$ cat src/pkt_test_config.svh
/* Sizes for the packet test engine. Only a 4-byte stream beat is supported,
   and lengths above PKT_MTU_BYTES are not generated or checked. */

`ifndef PKT_TEST_CONFIG_SVH
`define PKT_TEST_CONFIG_SVH

//////////////////////////////
// Stream beat

// Bytes carried by one beat
`define PKT_DATA_BYTES 4

// Must equal 8 * PKT_DATA_BYTES
`define PKT_DATA_WIDTH 32

//////////////////////////////
// Packet fields

// Largest packet byte length
`define PKT_MTU_BYTES 1500

// Header length and sequence fields
`define PKT_LEN_WIDTH 16
`define PKT_SEQ_WIDTH 16

//////////////////////////////
// Tracking

// Packets in flight between generator and checker
`define PKT_FIFO_DEPTH 16

// Frame and error counters
`define PKT_CNT_WIDTH 32

`endif
$ cat src/pkt_test_pkg.sv
/* Types shared by the generator and checker. Header fields must fill one
   stream beat exactly, so PKT_SEQ_WIDTH + PKT_LEN_WIDTH = PKT_DATA_WIDTH. */

`include "pkt_test_config.svh"

package pkt_test_pkg;

    //////////////////////////////
    // Scalar types

    // Packet length in bytes, header excluded
    typedef logic [`PKT_LEN_WIDTH-1:0] pkt_len_t;

    typedef logic [`PKT_SEQ_WIDTH-1:0] pkt_seq_t;

    // Frame and error counts
    typedef logic [`PKT_CNT_WIDTH-1:0] pkt_cnt_t;

    //////////////////////////////
    // Beat layouts

    // First beat of a packet
    typedef struct packed {
        pkt_seq_t seq;
        pkt_len_t len;
    } pkt_hdr_t;

    // Header view on beat 0, byte view on payload beats
    typedef union packed {
        pkt_hdr_t                             hdr;
        logic [`PKT_DATA_BYTES-1:0][7:0] bytes;
    } pkt_word_u;

endpackage

$ cat src/pkt_test_top.sv
/* Single-port packet test engine on phys_port_clk_ifc. The rx stream must
   return tx packets in order; at most PKT_FIFO_DEPTH may be in flight. */

`include "pkt_test_config.svh"

module pkt_test_top (
    input  logic                       phys_port_clk_ifc,
    input  logic                       rst,
    input  logic                       send_req,
    input  pkt_test_pkg::pkt_len_t     send_len,
    output logic                       busy,
    output logic [`PKT_DATA_WIDTH-1:0] tx_tdata,
    output logic                       tx_tvalid,
    output logic                       tx_tlast,
    input  logic                       tx_tready,
    input  logic [`PKT_DATA_WIDTH-1:0] rx_tdata,
    input  logic                       rx_tvalid,
    input  logic                       rx_tlast,
    output logic                       rx_tready,
    input  logic                       cnt_clear,
    output pkt_test_pkg::pkt_cnt_t     tx_frames,
    output pkt_test_pkg::pkt_cnt_t     rx_frames,
    output pkt_test_pkg::pkt_cnt_t     rx_errors,
    output logic                       len_err,
    output logic                       seq_err,
    output logic                       data_err
);

    logic                   fifo_full;
    logic                   fifo_empty;
    logic                   len_push;
    pkt_test_pkg::pkt_len_t len_push_data;
    logic                   len_pop;
    pkt_test_pkg::pkt_len_t front_len;
    logic                   tx_frame;
    logic                   rx_frame;
    logic                   rx_error;

    //////////////////////////////
    // Transmit side

    pkt_gen u_pkt_gen (
        .phys_port_clk_ifc ( phys_port_clk_ifc ),
        .rst               ( rst               ),
        .send_req          ( send_req          ),
        .send_len          ( send_len          ),
        .fifo_full         ( fifo_full         ),
        .busy              ( busy              ),
        .len_push          ( len_push          ),
        .len_push_data     ( len_push_data     ),
        .tx_tdata          ( tx_tdata          ),
        .tx_tvalid         ( tx_tvalid         ),
        .tx_tlast          ( tx_tlast          ),
        .tx_tready         ( tx_tready         )
    );

    pkt_len_fifo u_pkt_len_fifo (
        .phys_port_clk_ifc ( phys_port_clk_ifc ),
        .rst               ( rst               ),
        .push              ( len_push          ),
        .push_len          ( len_push_data     ),
        .pop               ( len_pop           ),
        .front_len         ( front_len         ),
        .empty             ( fifo_empty        ),
        .full              ( fifo_full         )
    );

    //////////////////////////////
    // Receive side

    pkt_chk u_pkt_chk (
        .phys_port_clk_ifc ( phys_port_clk_ifc ),
        .rst               ( rst               ),
        .rx_tdata          ( rx_tdata          ),
        .rx_tvalid         ( rx_tvalid         ),
        .rx_tlast          ( rx_tlast          ),
        .rx_tready         ( rx_tready         ),
        .exp_len           ( front_len         ),
        .exp_empty         ( fifo_empty        ),
        .len_pop           ( len_pop           ),
        .len_err           ( len_err           ),
        .seq_err           ( seq_err           ),
        .data_err          ( data_err          )
    );

    // Frame ends on a tlast handshake
    assign tx_frame = tx_tvalid && tx_tready && tx_tlast;
    assign rx_frame = rx_tvalid && rx_tready && rx_tlast;
    assign rx_error = len_err || seq_err || data_err;

    frame_counters u_frame_counters (
        .phys_port_clk_ifc ( phys_port_clk_ifc ),
        .rst               ( rst               ),
        .cnt_clear         ( cnt_clear         ),
        .tx_frame          ( tx_frame          ),
        .rx_frame          ( rx_frame          ),
        .rx_error          ( rx_error          ),
        .tx_frames         ( tx_frames         ),
        .rx_frames         ( rx_frames         ),
        .rx_errors         ( rx_errors         )
    );

endmodule

$ cat src/frame_counters.sv
/* Saturating frame and error counters. A clear wins over a count in the
   same cycle. */

module frame_counters (
    input  logic                   phys_port_clk_ifc,
    input  logic                   rst,
    input  logic                   cnt_clear,
    input  logic                   tx_frame,
    input  logic                   rx_frame,
    input  logic                   rx_error,
    output pkt_test_pkg::pkt_cnt_t tx_frames,
    output pkt_test_pkg::pkt_cnt_t rx_frames,
    output pkt_test_pkg::pkt_cnt_t rx_errors
);

    localparam int num_cnt = 3;

    logic [num_cnt-1:0]     inc;
    pkt_test_pkg::pkt_cnt_t cnt [num_cnt];

    // Index 0 tx frames, 1 rx frames, 2 rx errors
    assign inc = {rx_error, rx_frame, tx_frame};

    always_ff @(posedge phys_port_clk_ifc) begin
        if (rst || cnt_clear) begin
            for (int i = 0; i < num_cnt; i++) begin
                cnt[i] <= '0;
            end
        end else begin
            for (int i = 0; i < num_cnt; i++) begin
                // Stick at all ones
                if (inc[i] && (cnt[i] != '1)) begin
                    cnt[i] <= cnt[i] + 1'b1;
                end
            end
        end
    end

    assign tx_frames = cnt[0];
    assign rx_frames = cnt[1];
    assign rx_errors = cnt[2];

endmodule

$ cat src/pkt_chk.sv
/* Checks returning packets against the length record and the incrementing
   pattern. Fault pulses follow the tlast beat by one cycle, one per kind. */

`include "pkt_test_config.svh"

module pkt_chk (
    input  logic                       phys_port_clk_ifc,
    input  logic                       rst,
    input  logic [`PKT_DATA_WIDTH-1:0] rx_tdata,
    input  logic                       rx_tvalid,
    input  logic                       rx_tlast,
    output logic                       rx_tready,
    input  pkt_test_pkg::pkt_len_t     exp_len,
    input  logic                       exp_empty,
    output logic                       len_pop,
    output logic                       len_err,
    output logic                       seq_err,
    output logic                       data_err
);

    localparam pkt_test_pkg::pkt_len_t beat_bytes = `PKT_DATA_BYTES;
    localparam pkt_test_pkg::pkt_len_t one        = 1;

    logic                    in_hdr;
    pkt_test_pkg::pkt_seq_t  exp_seq;
    pkt_test_pkg::pkt_len_t  pkt_len;
    pkt_test_pkg::pkt_len_t  off;
    pkt_test_pkg::pkt_len_t  beats_left;
    logic                    len_f;
    logic                    seq_f;
    logic                    data_f;
    pkt_test_pkg::pkt_word_u rx_word;
    pkt_test_pkg::pkt_word_u exp_word;
    logic                    rx_beat;
    logic                    beat_len_bad;
    logic                    beat_seq_bad;
    logic                    beat_data_bad;

    assign rx_word = rx_tdata;

    // Hold off a header that has no record entry yet
    assign rx_tready = !(in_hdr && exp_empty && rx_tvalid);
    assign rx_beat   = rx_tvalid && rx_tready;
    assign len_pop   = rx_beat && in_hdr;

    // Pattern for the current payload beat
    always_comb begin
        exp_word = '0;
        for (int k = 0; k < `PKT_DATA_BYTES; k++) begin
            if (off + pkt_test_pkg::pkt_len_t'(k) < pkt_len) begin
                exp_word.bytes[k] = off[7:0] + 8'(k);
            end
        end
    end

    always_comb begin
        if (in_hdr) begin
            // A header alone is too short
            beat_len_bad  = (rx_word.hdr.len != exp_len) || rx_tlast;
            beat_seq_bad  = rx_word.hdr.seq != exp_seq;
            beat_data_bad = 1'b0;
        end else begin
            // Early tlast, or tlast missing on the last expected beat
            beat_len_bad  = rx_tlast ? (beats_left != one) : (beats_left <= one);
            beat_seq_bad  = 1'b0;
            beat_data_bad = rx_word != exp_word;
        end
    end

    //////////////////////////////
    // Packet state and faults

    always_ff @(posedge phys_port_clk_ifc) begin
        if (rst) begin
            in_hdr   <= 1'b1;
            exp_seq  <= '0;
            len_f    <= 1'b0;
            seq_f    <= 1'b0;
            data_f   <= 1'b0;
            len_err  <= 1'b0;
            seq_err  <= 1'b0;
            data_err <= 1'b0;
        end else begin
            len_err  <= 1'b0;
            seq_err  <= 1'b0;
            data_err <= 1'b0;
            if (rx_beat && rx_tlast) begin
                in_hdr   <= 1'b1;
                len_err  <= len_f || beat_len_bad;
                seq_err  <= seq_f || beat_seq_bad;
                data_err <= data_f || beat_data_bad;
                len_f    <= 1'b0;
                seq_f    <= 1'b0;
                data_f   <= 1'b0;
            end else if (rx_beat) begin
                in_hdr <= 1'b0;
                len_f  <= len_f || beat_len_bad;
                seq_f  <= seq_f || beat_seq_bad;
                data_f <= data_f || beat_data_bad;
            end
            if (len_pop) begin
                exp_seq <= exp_seq + 1'b1;
            end
        end
    end

    // Position within the packet, loaded from the record at the header
    always_ff @(posedge phys_port_clk_ifc) begin
        if (len_pop) begin
            pkt_len    <= exp_len;
            off        <= '0;
            beats_left <= (exp_len + beat_bytes - one) / beat_bytes;
        end else if (rx_beat) begin
            off <= off + beat_bytes;
            if (beats_left != '0) begin
                beats_left <= beats_left - one;
            end
        end
    end

endmodule

$ cat src/pkt_len_fifo.sv
/* Lengths of sent packets in send order. Front entry is valid only while
   empty is low; pushes when full and pops when empty are dropped. */

`include "pkt_test_config.svh"

module pkt_len_fifo (
    input  logic                   phys_port_clk_ifc,
    input  logic                   rst,
    input  logic                   push,
    input  pkt_test_pkg::pkt_len_t push_len,
    input  logic                   pop,
    output pkt_test_pkg::pkt_len_t front_len,
    output logic                   empty,
    output logic                   full
);

    localparam int depth    = `PKT_FIFO_DEPTH;
    localparam int ptr_bits = $clog2(depth);
    localparam int cnt_bits = $clog2(depth + 1);

    pkt_test_pkg::pkt_len_t mem [depth];
    logic [ptr_bits-1:0]    wr_ptr;
    logic [ptr_bits-1:0]    rd_ptr;
    logic [cnt_bits-1:0]    count;
    logic                   do_push;
    logic                   do_pop;

    assign do_push = push && !full;
    assign do_pop  = pop && !empty;

    assign empty     = count == '0;
    assign full      = count == cnt_bits'(depth);
    assign front_len = mem[rd_ptr];

    always_ff @(posedge phys_port_clk_ifc) begin
        if (do_push) begin
            mem[wr_ptr] <= push_len;
        end
    end

    // Pointers wrap at depth, which need not be a power of two
    always_ff @(posedge phys_port_clk_ifc) begin
        if (rst) begin
            wr_ptr <= '0;
            rd_ptr <= '0;
            count  <= '0;
        end else begin
            if (do_push) begin
                wr_ptr <= (wr_ptr == ptr_bits'(depth - 1)) ? '0 : wr_ptr + 1'b1;
            end
            if (do_pop) begin
                rd_ptr <= (rd_ptr == ptr_bits'(depth - 1)) ? '0 : rd_ptr + 1'b1;
            end
            if (do_push && !do_pop) begin
                count <= count + 1'b1;
            end else if (do_pop && !do_push) begin
                count <= count - 1'b1;
            end
        end
    end

    a_no_overflow: assert property (@(posedge phys_port_clk_ifc) disable iff (rst)
        push |-> !full);

    a_no_underflow: assert property (@(posedge phys_port_clk_ifc) disable iff (rst)
        pop |-> !empty);

endmodule

$ cat src/pkt_gen.sv
/* Sends one header beat and then ceil(len/4) payload beats per request.
   Requests with a length of 0 or above the MTU are not supported. */

`include "pkt_test_config.svh"

module pkt_gen (
    input  logic                       phys_port_clk_ifc,
    input  logic                       rst,
    input  logic                       send_req,
    input  pkt_test_pkg::pkt_len_t     send_len,
    input  logic                       fifo_full,
    output logic                       busy,
    output logic                       len_push,
    output pkt_test_pkg::pkt_len_t     len_push_data,
    output logic [`PKT_DATA_WIDTH-1:0] tx_tdata,
    output logic                       tx_tvalid,
    output logic                       tx_tlast,
    input  logic                       tx_tready
);

    localparam logic [1:0] s_idle = 2'd0;
    localparam logic [1:0] s_hdr  = 2'd1;
    localparam logic [1:0] s_pay  = 2'd2;

    localparam pkt_test_pkg::pkt_len_t beat_bytes = `PKT_DATA_BYTES;
    localparam pkt_test_pkg::pkt_len_t mtu_bytes  = `PKT_MTU_BYTES;

    logic [1:0]                state;
    pkt_test_pkg::pkt_seq_t    seq;
    pkt_test_pkg::pkt_len_t    off;
    pkt_test_pkg::pkt_len_t    rem_len;
    pkt_test_pkg::pkt_word_u   hdr_word;
    pkt_test_pkg::pkt_word_u   next_word;
    logic                      next_last;
    logic                      take_req;
    logic                      beat_done;

    // Full record also holds off new requests
    assign busy      = (state != s_idle) || fifo_full;
    assign take_req  = send_req && !busy;
    assign beat_done = tx_tvalid && tx_tready;

    assign len_push      = take_req;
    assign len_push_data = send_len;

    always_comb begin
        hdr_word         = '0;
        hdr_word.hdr.seq = seq;
        hdr_word.hdr.len = send_len;
    end

    // Next payload beat, zero past the end of the packet
    always_comb begin
        next_word = '0;
        for (int k = 0; k < `PKT_DATA_BYTES; k++) begin
            if (pkt_test_pkg::pkt_len_t'(k) < rem_len) begin
                next_word.bytes[k] = off[7:0] + 8'(k);
            end
        end
    end

    assign next_last = rem_len <= beat_bytes;

    //////////////////////////////
    // FSM

    always_ff @(posedge phys_port_clk_ifc) begin
        if (rst) begin
            state     <= s_idle;
            seq       <= '0;
            tx_tvalid <= 1'b0;
            tx_tlast  <= 1'b0;
        end else begin
            case (state)
                s_idle: begin
                    if (take_req) begin
                        state     <= s_hdr;
                        seq       <= seq + 1'b1;
                        tx_tvalid <= 1'b1;
                        tx_tlast  <= 1'b0;
                    end
                end
                s_hdr: begin
                    if (beat_done) begin
                        state    <= s_pay;
                        tx_tlast <= next_last;
                    end
                end
                s_pay: begin
                    if (beat_done && tx_tlast) begin
                        state     <= s_idle;
                        tx_tvalid <= 1'b0;
                        tx_tlast  <= 1'b0;
                    end else if (beat_done) begin
                        tx_tlast <= next_last;
                    end
                end
                default: state <= s_idle;
            endcase
        end
    end

    // Beat data and position
    always_ff @(posedge phys_port_clk_ifc) begin
        if (take_req) begin
            tx_tdata <= hdr_word;
            off      <= '0;
            rem_len  <= send_len;
        end else if (beat_done && !tx_tlast) begin
            tx_tdata <= next_word;
            off      <= off + beat_bytes;
            rem_len  <= rem_len - beat_bytes;
        end
    end

    a_stall_hold: assert property (@(posedge phys_port_clk_ifc) disable iff (rst)
        tx_tvalid && !tx_tready |=> tx_tvalid && $stable(tx_tdata) && $stable(tx_tlast));

    a_req_len: assert property (@(posedge phys_port_clk_ifc) disable iff (rst)
        take_req |-> send_len != '0 && send_len <= mtu_bytes);

endmodule

$ cat config.mk
export PLATFORM = sky130hd
export DESIGN_NAME = pkt_test_top
export DESIGN_NICKNAME = d
export VERILOG_FILES = /design/src/pkt_test_pkg.sv /design/src/pkt_test_top.sv /design/src/frame_counters.sv /design/src/pkt_chk.sv /design/src/pkt_len_fifo.sv /design/src/pkt_gen.sv
export VERILOG_INCLUDE_DIRS = /design/src
export SDC_FILE = /design/constraint.sdc
export NUM_CORES = 1
export LEC_CHECK = 0
export ABC_AREA = 1
export BUFFER_PORTS_ARGS = -buffer_cell sky130_fd_sc_hd__buf_4
export CORE_AREA = 5 5 259 261
export DETAILED_ROUTE_END_ITERATION = 10
export DIE_AREA = 0 0 264 266
export GPL_ROUTABILITY_DRIVEN = 1
export PLACE_DENSITY = 0.53
export SLEW_MARGIN = 10
export SYNTH_ARGS = -nofsm -noshare
export SYNTH_HDL_FRONTEND = slang
export SYNTH_SLANG_ARGS = --single-unit
export TNS_END_PERCENT = 50
$ cat constraint.sdc
create_clock -name phys_port_clk_ifc -period 6.7 [get_ports phys_port_clk_ifc]
set_input_delay 2.01 -clock phys_port_clk_ifc [delete_from_list [all_inputs] [get_ports phys_port_clk_ifc]]
set_output_delay 2.01 -clock phys_port_clk_ifc [all_outputs]
set_load 0.02 [all_outputs]
==> results.md, run 1 <==
* Ys async rst share at 0%
* Ranking of synthesized cells by area: edfxtp_1, nand2_1, inv_1
* Die H at 266 microns
* Yosys top cell area share at 50.5%
* Initial Util at 39.8%
* FMAX at 228 MHz
* Slew @ Worst Pin at 1.23 ns
* Post-synthesis register bit count at 512
* Layout cells sized above 1 at 12.5%
* Tot GR Track Use at 18.5%
* Top FF cell, synth: edfxtp_1
* Slew margin rel. at 17.6%
* Startpoint types: input port
* Required @ worst endpoint at 4.69 ns
* Met3 WL at 4010 microns
* Initial antenna violation count at 2
* Clock sink count at 512
* Unrepaired setup endpoints after global routing: false
* Total number of vias at 19.4k
* Final GP Congestion at 0.875
* Total clock buffers created by CTS at 57
* Tcrit/Tclk final at 65.5%
* ANT nets after route at 0
* Crit path time final at 4.39 ns
* Setup TNS at 0 ns
* Max VDD drop at 0.221 mV
* Count of warnings emitted by yosys at 0
* Mapped Area at 0.0255 sq mm
* NumNets Final at 3051
* Die Span X at 264 microns
* Largest net degree at the start of global routing at 170
* Mean Syn Cell Area at 9.19 sq um
* First-pass GRT wire length at 104000 microns
* Status: complete, no violations
* Most numerous cell in the Yosys netlist: nand2_1
* Critical path capture point type: output port
* Hold Crit Class: register to register
* Flop2flop setup slack at 2.97 ns
* Leak at 0.0125 uW
* Sequential share of the synthesized area at 57.0%
* Post-CTS sizing at 0
* Initial DRC count at 1539
* Worst Reg2Reg Path Length in Cells at 14
* Clock root cell: clkbuf_16
* Ant diodes at 0
* Post-DP HPWL at 44900 microns
* WL met2 at 31700 microns
* Number of H-tree levels at 2
* Yosys cell types at 46
* Max Slew Vio Count at 0
* Core ar. at 0.0642 sq mm
* Final setup violation count at 0
* Top Metal Used: met5
* Crit Path Max Fanout at 5
* Pre-CTS setup slack at 1.79 ns
* Vias per inst at 5.03
* Hold_ws at 0.478 ns
* Power Dens Cells at 330 mW/mm^2
* Final Hold Fails at 0
* Placed Cells incl. Taps at 3752
* Most common library cells after synthesis: nand2_1, inv_1, edfxtp_1
* Total Power at 9800 uW
* Hold Buf Count CTS at 0
* Cell taking the most area after synthesis: edfxtp_1
* Metal-1 WL at 29800 microns
* Final worst setup slack at 2.31 ns
* Mapped Nets at 2876
* Wire per inst at 17.4 microns
* Clock transition at path regs at 0.06 ns
* Area Growth Syn to Fin at 16.4%
* DIE AREA at 0.0702 sq mm
* I/O pin cnt at 190
* Clock Skews at 0.0520 ns
* Finished Layout Cells at 3856
* GR Overflow Total at 0
* Worst-Skew Late Latency at 0.66 ns
* Synthesized netlist cell count at 2781
* Hold Path Depth at 2
* Max_cap viols at 0
* Vias in the first global route at 18.5k
* WL final at 67000 microns
* Postcts setup bufs at 0
* Post-synth EDFFs at 430
* CP arrival at 2.38 ns
* TritonCTS clock tree: yes
* Clk buf depth at 3
* Kind of critical path: input port to output port
* IO buf count at 189
* Remaining routing DRC violations at 0
* Drt first pass iters at 6
* Rows at 93
per-stage QoR:
| step | instance area [sq um] | utilization, % |
|---|---|---|
| final | 29700 | 46.3 |
| after global routing | 29700 | 46.3 |
| after CTS | 29700 | 46.3 |
| after detailed placement | 27800 | 43.3 |
| after global placement | 27800 | 43.3 |
| after floorplan | 25500 | - |
placed cells by master (no fill, tap or decap), types with 31 or more instances in the layout:
cell         n
a21oi_1    126
buf_4      212
clkbuf_16   60
dfxtp_1     80
edfxtp_1   430
ha_1        39
inv_1      489
inv_2       31
nand2_1    525
nand3_1    217
nand4_1     54
nor2_1     181
nor3_1      54
o211ai_1    73
o21ai_0    143
xor2_1      64
routing by layer:
layer,track usage [%],up-vias
met5,0,-
met4,4.92,4
met3,3.18,107
met2,30.8,521
met1,25.4,9140
li1,-,9616
sequential cells by signal (all words and copies together) (netlist names), 5 cells and up, named ones only:
| name | count |
|---|---|
| u_pkt_gen.rem_len | 16 |
| u_pkt_chk.exp_seq | 16 |
| u_pkt_len_fifo.count | 5 |
| u_frame_counters.cnt | 96 |
| u_pkt_len_fifo.mem | 256 |
| u_pkt_gen.seq | 16 |
| u_pkt_chk.beats_left | 16 |
| u_pkt_chk.off | 14 |
| u_pkt_gen.off | 6 |
| u_pkt_gen.tx_tdata | 32 |
| u_pkt_chk.pkt_len | 16 |
power breakdown:
group	total [uW]	switching [uW]	leakage [uW]	internal [uW]
clock	3180	1320	0.000943	1860
sequential	4280	314	0.00481	3970
combinational	2340	1560	0.00672	775
total	9800	3200	0.0125	6600
cells by family (layout without fill, tap and decap cells):
| logic type | count (synthesis) | after routing | share of synthesized area, % |
|---|---|---|---|
| AND/OR/NAND/NOR | 1118 | 1118 | 19.3 |
| adder cells (fa/ha/maj) | 40 | 40 | 1.99 |
| AO/OA/AOI/OAI | 400 | 400 | 9.00 |
| flip-flops | 512 | 512 | 57.0 |
| buffers and inverters | 620 | 840 | 9.61 |
| XOR/XNOR | 91 | 91 | 3.12 |
path summary, 6_finish.rpt:
path                           start                       to
max                        rx_tvalid                rx_tready
min                 u_pkt_chk.data_f         u_pkt_chk.data_f
max reg2reg  u_pkt_len_fifo.count[1]  u_pkt_len_fifo.count[4]
min reg2reg         u_pkt_chk.data_f         u_pkt_chk.data_f
layout make-up:
class | count | area (sq um)
Fill cell | 6169 | 34500
Inverter | 523 | 1960
Sequential cell | 512 | 14600
Multi-Input combinational cell | 1649 | 8600
Clock buffer | 77 | 1630
Timing Repair Buffer | 213 | 1610
Clock inverter | 27 | 299
Tap cell | 855 | 1070
worst max-delay path, stage by stage:
cell and delay [ns]:
buf_4 0.12, nand2_1 0.07, buf_4 0.17
Note: power is estimated with default switching activity, not from simulation.
==> run 2, diff against run 1 <==
PLACE_DENSITY = 0.55   (was 0.53)
clock period = 3.9 ns   (was 6.7 ns; I/O delays follow)
==> run 2 against run 1 <==
Effect of this change: via count about the same; core utilization up 0.36 points; register-to-register slack got worse by 2.2 ns; clock power grew 76%; sequential cell count did not move; non-clock buffer count up 20; critical path depth rose by 12; sequential share of layout area is 0.38 points lower; count of clock-buffer cells in the layout down 7; clock skew decreased by 0.028 ns; critical path type is now register to register; critical endpoint is now u_pkt_chk.beats_left[10]; largest cell class unchanged; largest power group unchanged.
==> results.md, run 2 (synthesis gave the netlist of run 1 again) <==
* Largest net degree at the start of global routing at 97
* Clock power share at 32.8%
* Switch share at 32.3%
* Postcts setup bufs at 0
* Most common cell after layout, fill and taps aside: nand2_1
* Placed Area at 0.0280 sq mm
* Post-CTS sizing at 0
* Required @ worst endpoint at 4.26 ns
* Leak at 0.0126 uW
* NumNets Final at 3071
* Initial antenna violation count at 5
* Clock sink count at 512
* Initial Util at 39.8%
* Crit. path cell count at 15
* Slew margin rel. at 35.6%
* Largest reg by FF count: u_pkt_len_fifo.mem
* Drt first pass iters at 7
* Comb pwr share at 24.2%
* Slowest cell delay on critical path at 0.82 ns
* Reg power frac at 43.0%
* Final setup violation count at 0
* Critical path's slowest cell: dfxtp_4
* Number of H-tree levels at 2
* Tot GR Track Use at 18.7%
* Hold_ws at 0.472 ns
* Layout cells sized above 1 at 13.1%
* Vias per inst at 5.00
* First-pass GRT wire length at 105000 microns
* Critical path's most frequent cell: nand2_1
* Max FFs per register at 256
* Hold Buf Count CTS at 0
* Most frequent cells in the layout: nand2_1, inv_1, edfxtp_1, buf_4, nand3_1
* Hold Crit Class: register to register
* DIE AREA at 0.0702 sq mm
* Net Sw Power at 5520 uW
* Buf/Inv on CP at 3
* Core ar. at 0.0642 sq mm
* Max Slew Vio Count at 0
* Crit path max-delay family: simple AND/OR/NAND/NOR gates
* Biggest regs: u_pkt_len_fifo.mem x256, u_frame_counters.cnt x96, u_pkt_gen.tx_tdata x32
* Initial DRC count at 1696
* Crit path time final at 3.10 ns
* Rows at 93
* Final Hold Fails at 0
* I/O pin cnt at 190
* Max VDD drop at 0.349 mV
* Remaining routing DRC violations at 0
* Clock transition at path regs at 0.06 ns
* Slew @ Worst Pin at 0.965 ns
* Post-DP HPWL at 45500 microns
* Hold Path Depth at 2
* Worst-Skew Late Latency at 0.62 ns
* Clock root cell: clkbuf_16
* Die Span X at 264 microns
* IO buf count at 189
* Setup TNS at 0 ns
* GR Overflow Total at 0
* Area Growth Syn to Fin at 17.3%
* Max_cap viols at 0
* Clk buf depth at 3
* Crit path cell chain: buf_12 -> buf_12 -> a21oi_1 -> o21ai_0 -> nand3_1 -> nand3_1 -> nand2_1 -> nand2_1 -> nor2_1 -> nand2_1 -> inv_2 -> nand4_1 -> nand3_1 -> nand2_1 -> nand2_1
* TritonCTS clock tree: yes
* Unrepaired setup endpoints after global routing: false
* Startpoint types: register
* WL final at 67400 microns
* Critical path capture point type: register
* Worst Reg2Reg Path Length in Cells at 15
* ANT nets after route at 0
* Total clock buffers created by CTS at 57
* Placed Cells incl. Taps at 3772
* Tcrit/Tclk final at 79.5%
* Power Dens Cells at 570 mW/mm^2
* FMAX at 322 MHz
* Final instance area at 0.0300 sq mm
* Wire per inst at 17.4 microns
* Finished Layout Cells at 3880
* Total number of vias at 19.4k
* Vias in the first global route at 18.7k
* Int Pwr at 11500 uW
* Final GP Congestion at 0.886
* Status: complete, no violations
* Clock Skews at 0.0243 ns
* Die H at 266 microns
* Fillcell total at 6089
* CP arrival at 3.47 ns
* Kind of critical path: register to register
* Crit Path Max Fanout at 76
## run 2: changes by cell type in the layout (fill, tap and decap cells not counted), sizes merged
cell      change
clkinv        -2
inv           +4
buf          +20
clkbuf        -7
clkinvlp      +3
diode         +2
bufinv        +4
## run 2: layer usage
layer  track usage, %  routed length (microns)
met2             31.0                    31300
met3             3.92                     4390
met5                0                       32
met4             4.41                     1360
met1             25.4                    30300
## run 2: cell type report
cell class | count | area, sq um | share of cell area (%)
diodes | 2 | 5.00 | 0.0167
clock buffers | 70 | 1530 | 5.10
well taps | 855 | 1070 | 3.57
inverters | 523 | 1960 | 6.55
clock inverters | 36 | 422 | 1.41
flip-flops and latches | 512 | 14600 | 48.6
multi-input cells | 1649 | 8590 | 28.7
repair buffers | 233 | 1820 | 6.09
## run 2: metrics by stage
step	setup WS, ns	utilization, %	total power, uW
after floorplan	0.472	-	10100
after global placement	0.729	43.6	11500
after detailed placement	0.707	43.6	11600
after CTS	0.755	46.6	17200
after global routing	0.514	46.6	18100
final	0.799	46.7	17100
## run 2: worst paths after layout
check / from / slack (ns) / to
hold / removal: u_pkt_chk.seq_f / 0.47 / u_pkt_chk.seq_f
setup / recovery: register / 0.80 / u_pkt_chk.beats_left[10]
hold reg to reg: u_pkt_chk.seq_f / 0.47 / u_pkt_chk.seq_f
setup reg to reg: register / 0.80 / u_pkt_chk.beats_left[10]
## run 2: tightest hold or removal path: cells and delay by family, from the launching register on
family,cells,cell delay (ns)
compound gates,1,0.04
simple gates,1,0.07
flops,1,0.33
## run 2: power groups by stage
stage	logic [uW]	clock network (uW)	registers (uW)
floorplan	2580	0	7550
global placement	4060	0	7430
detailed placement	4150	0	7450
CTS	4170	5740	7340
global route	4650	5980	7430
finish	4140	5590	7340
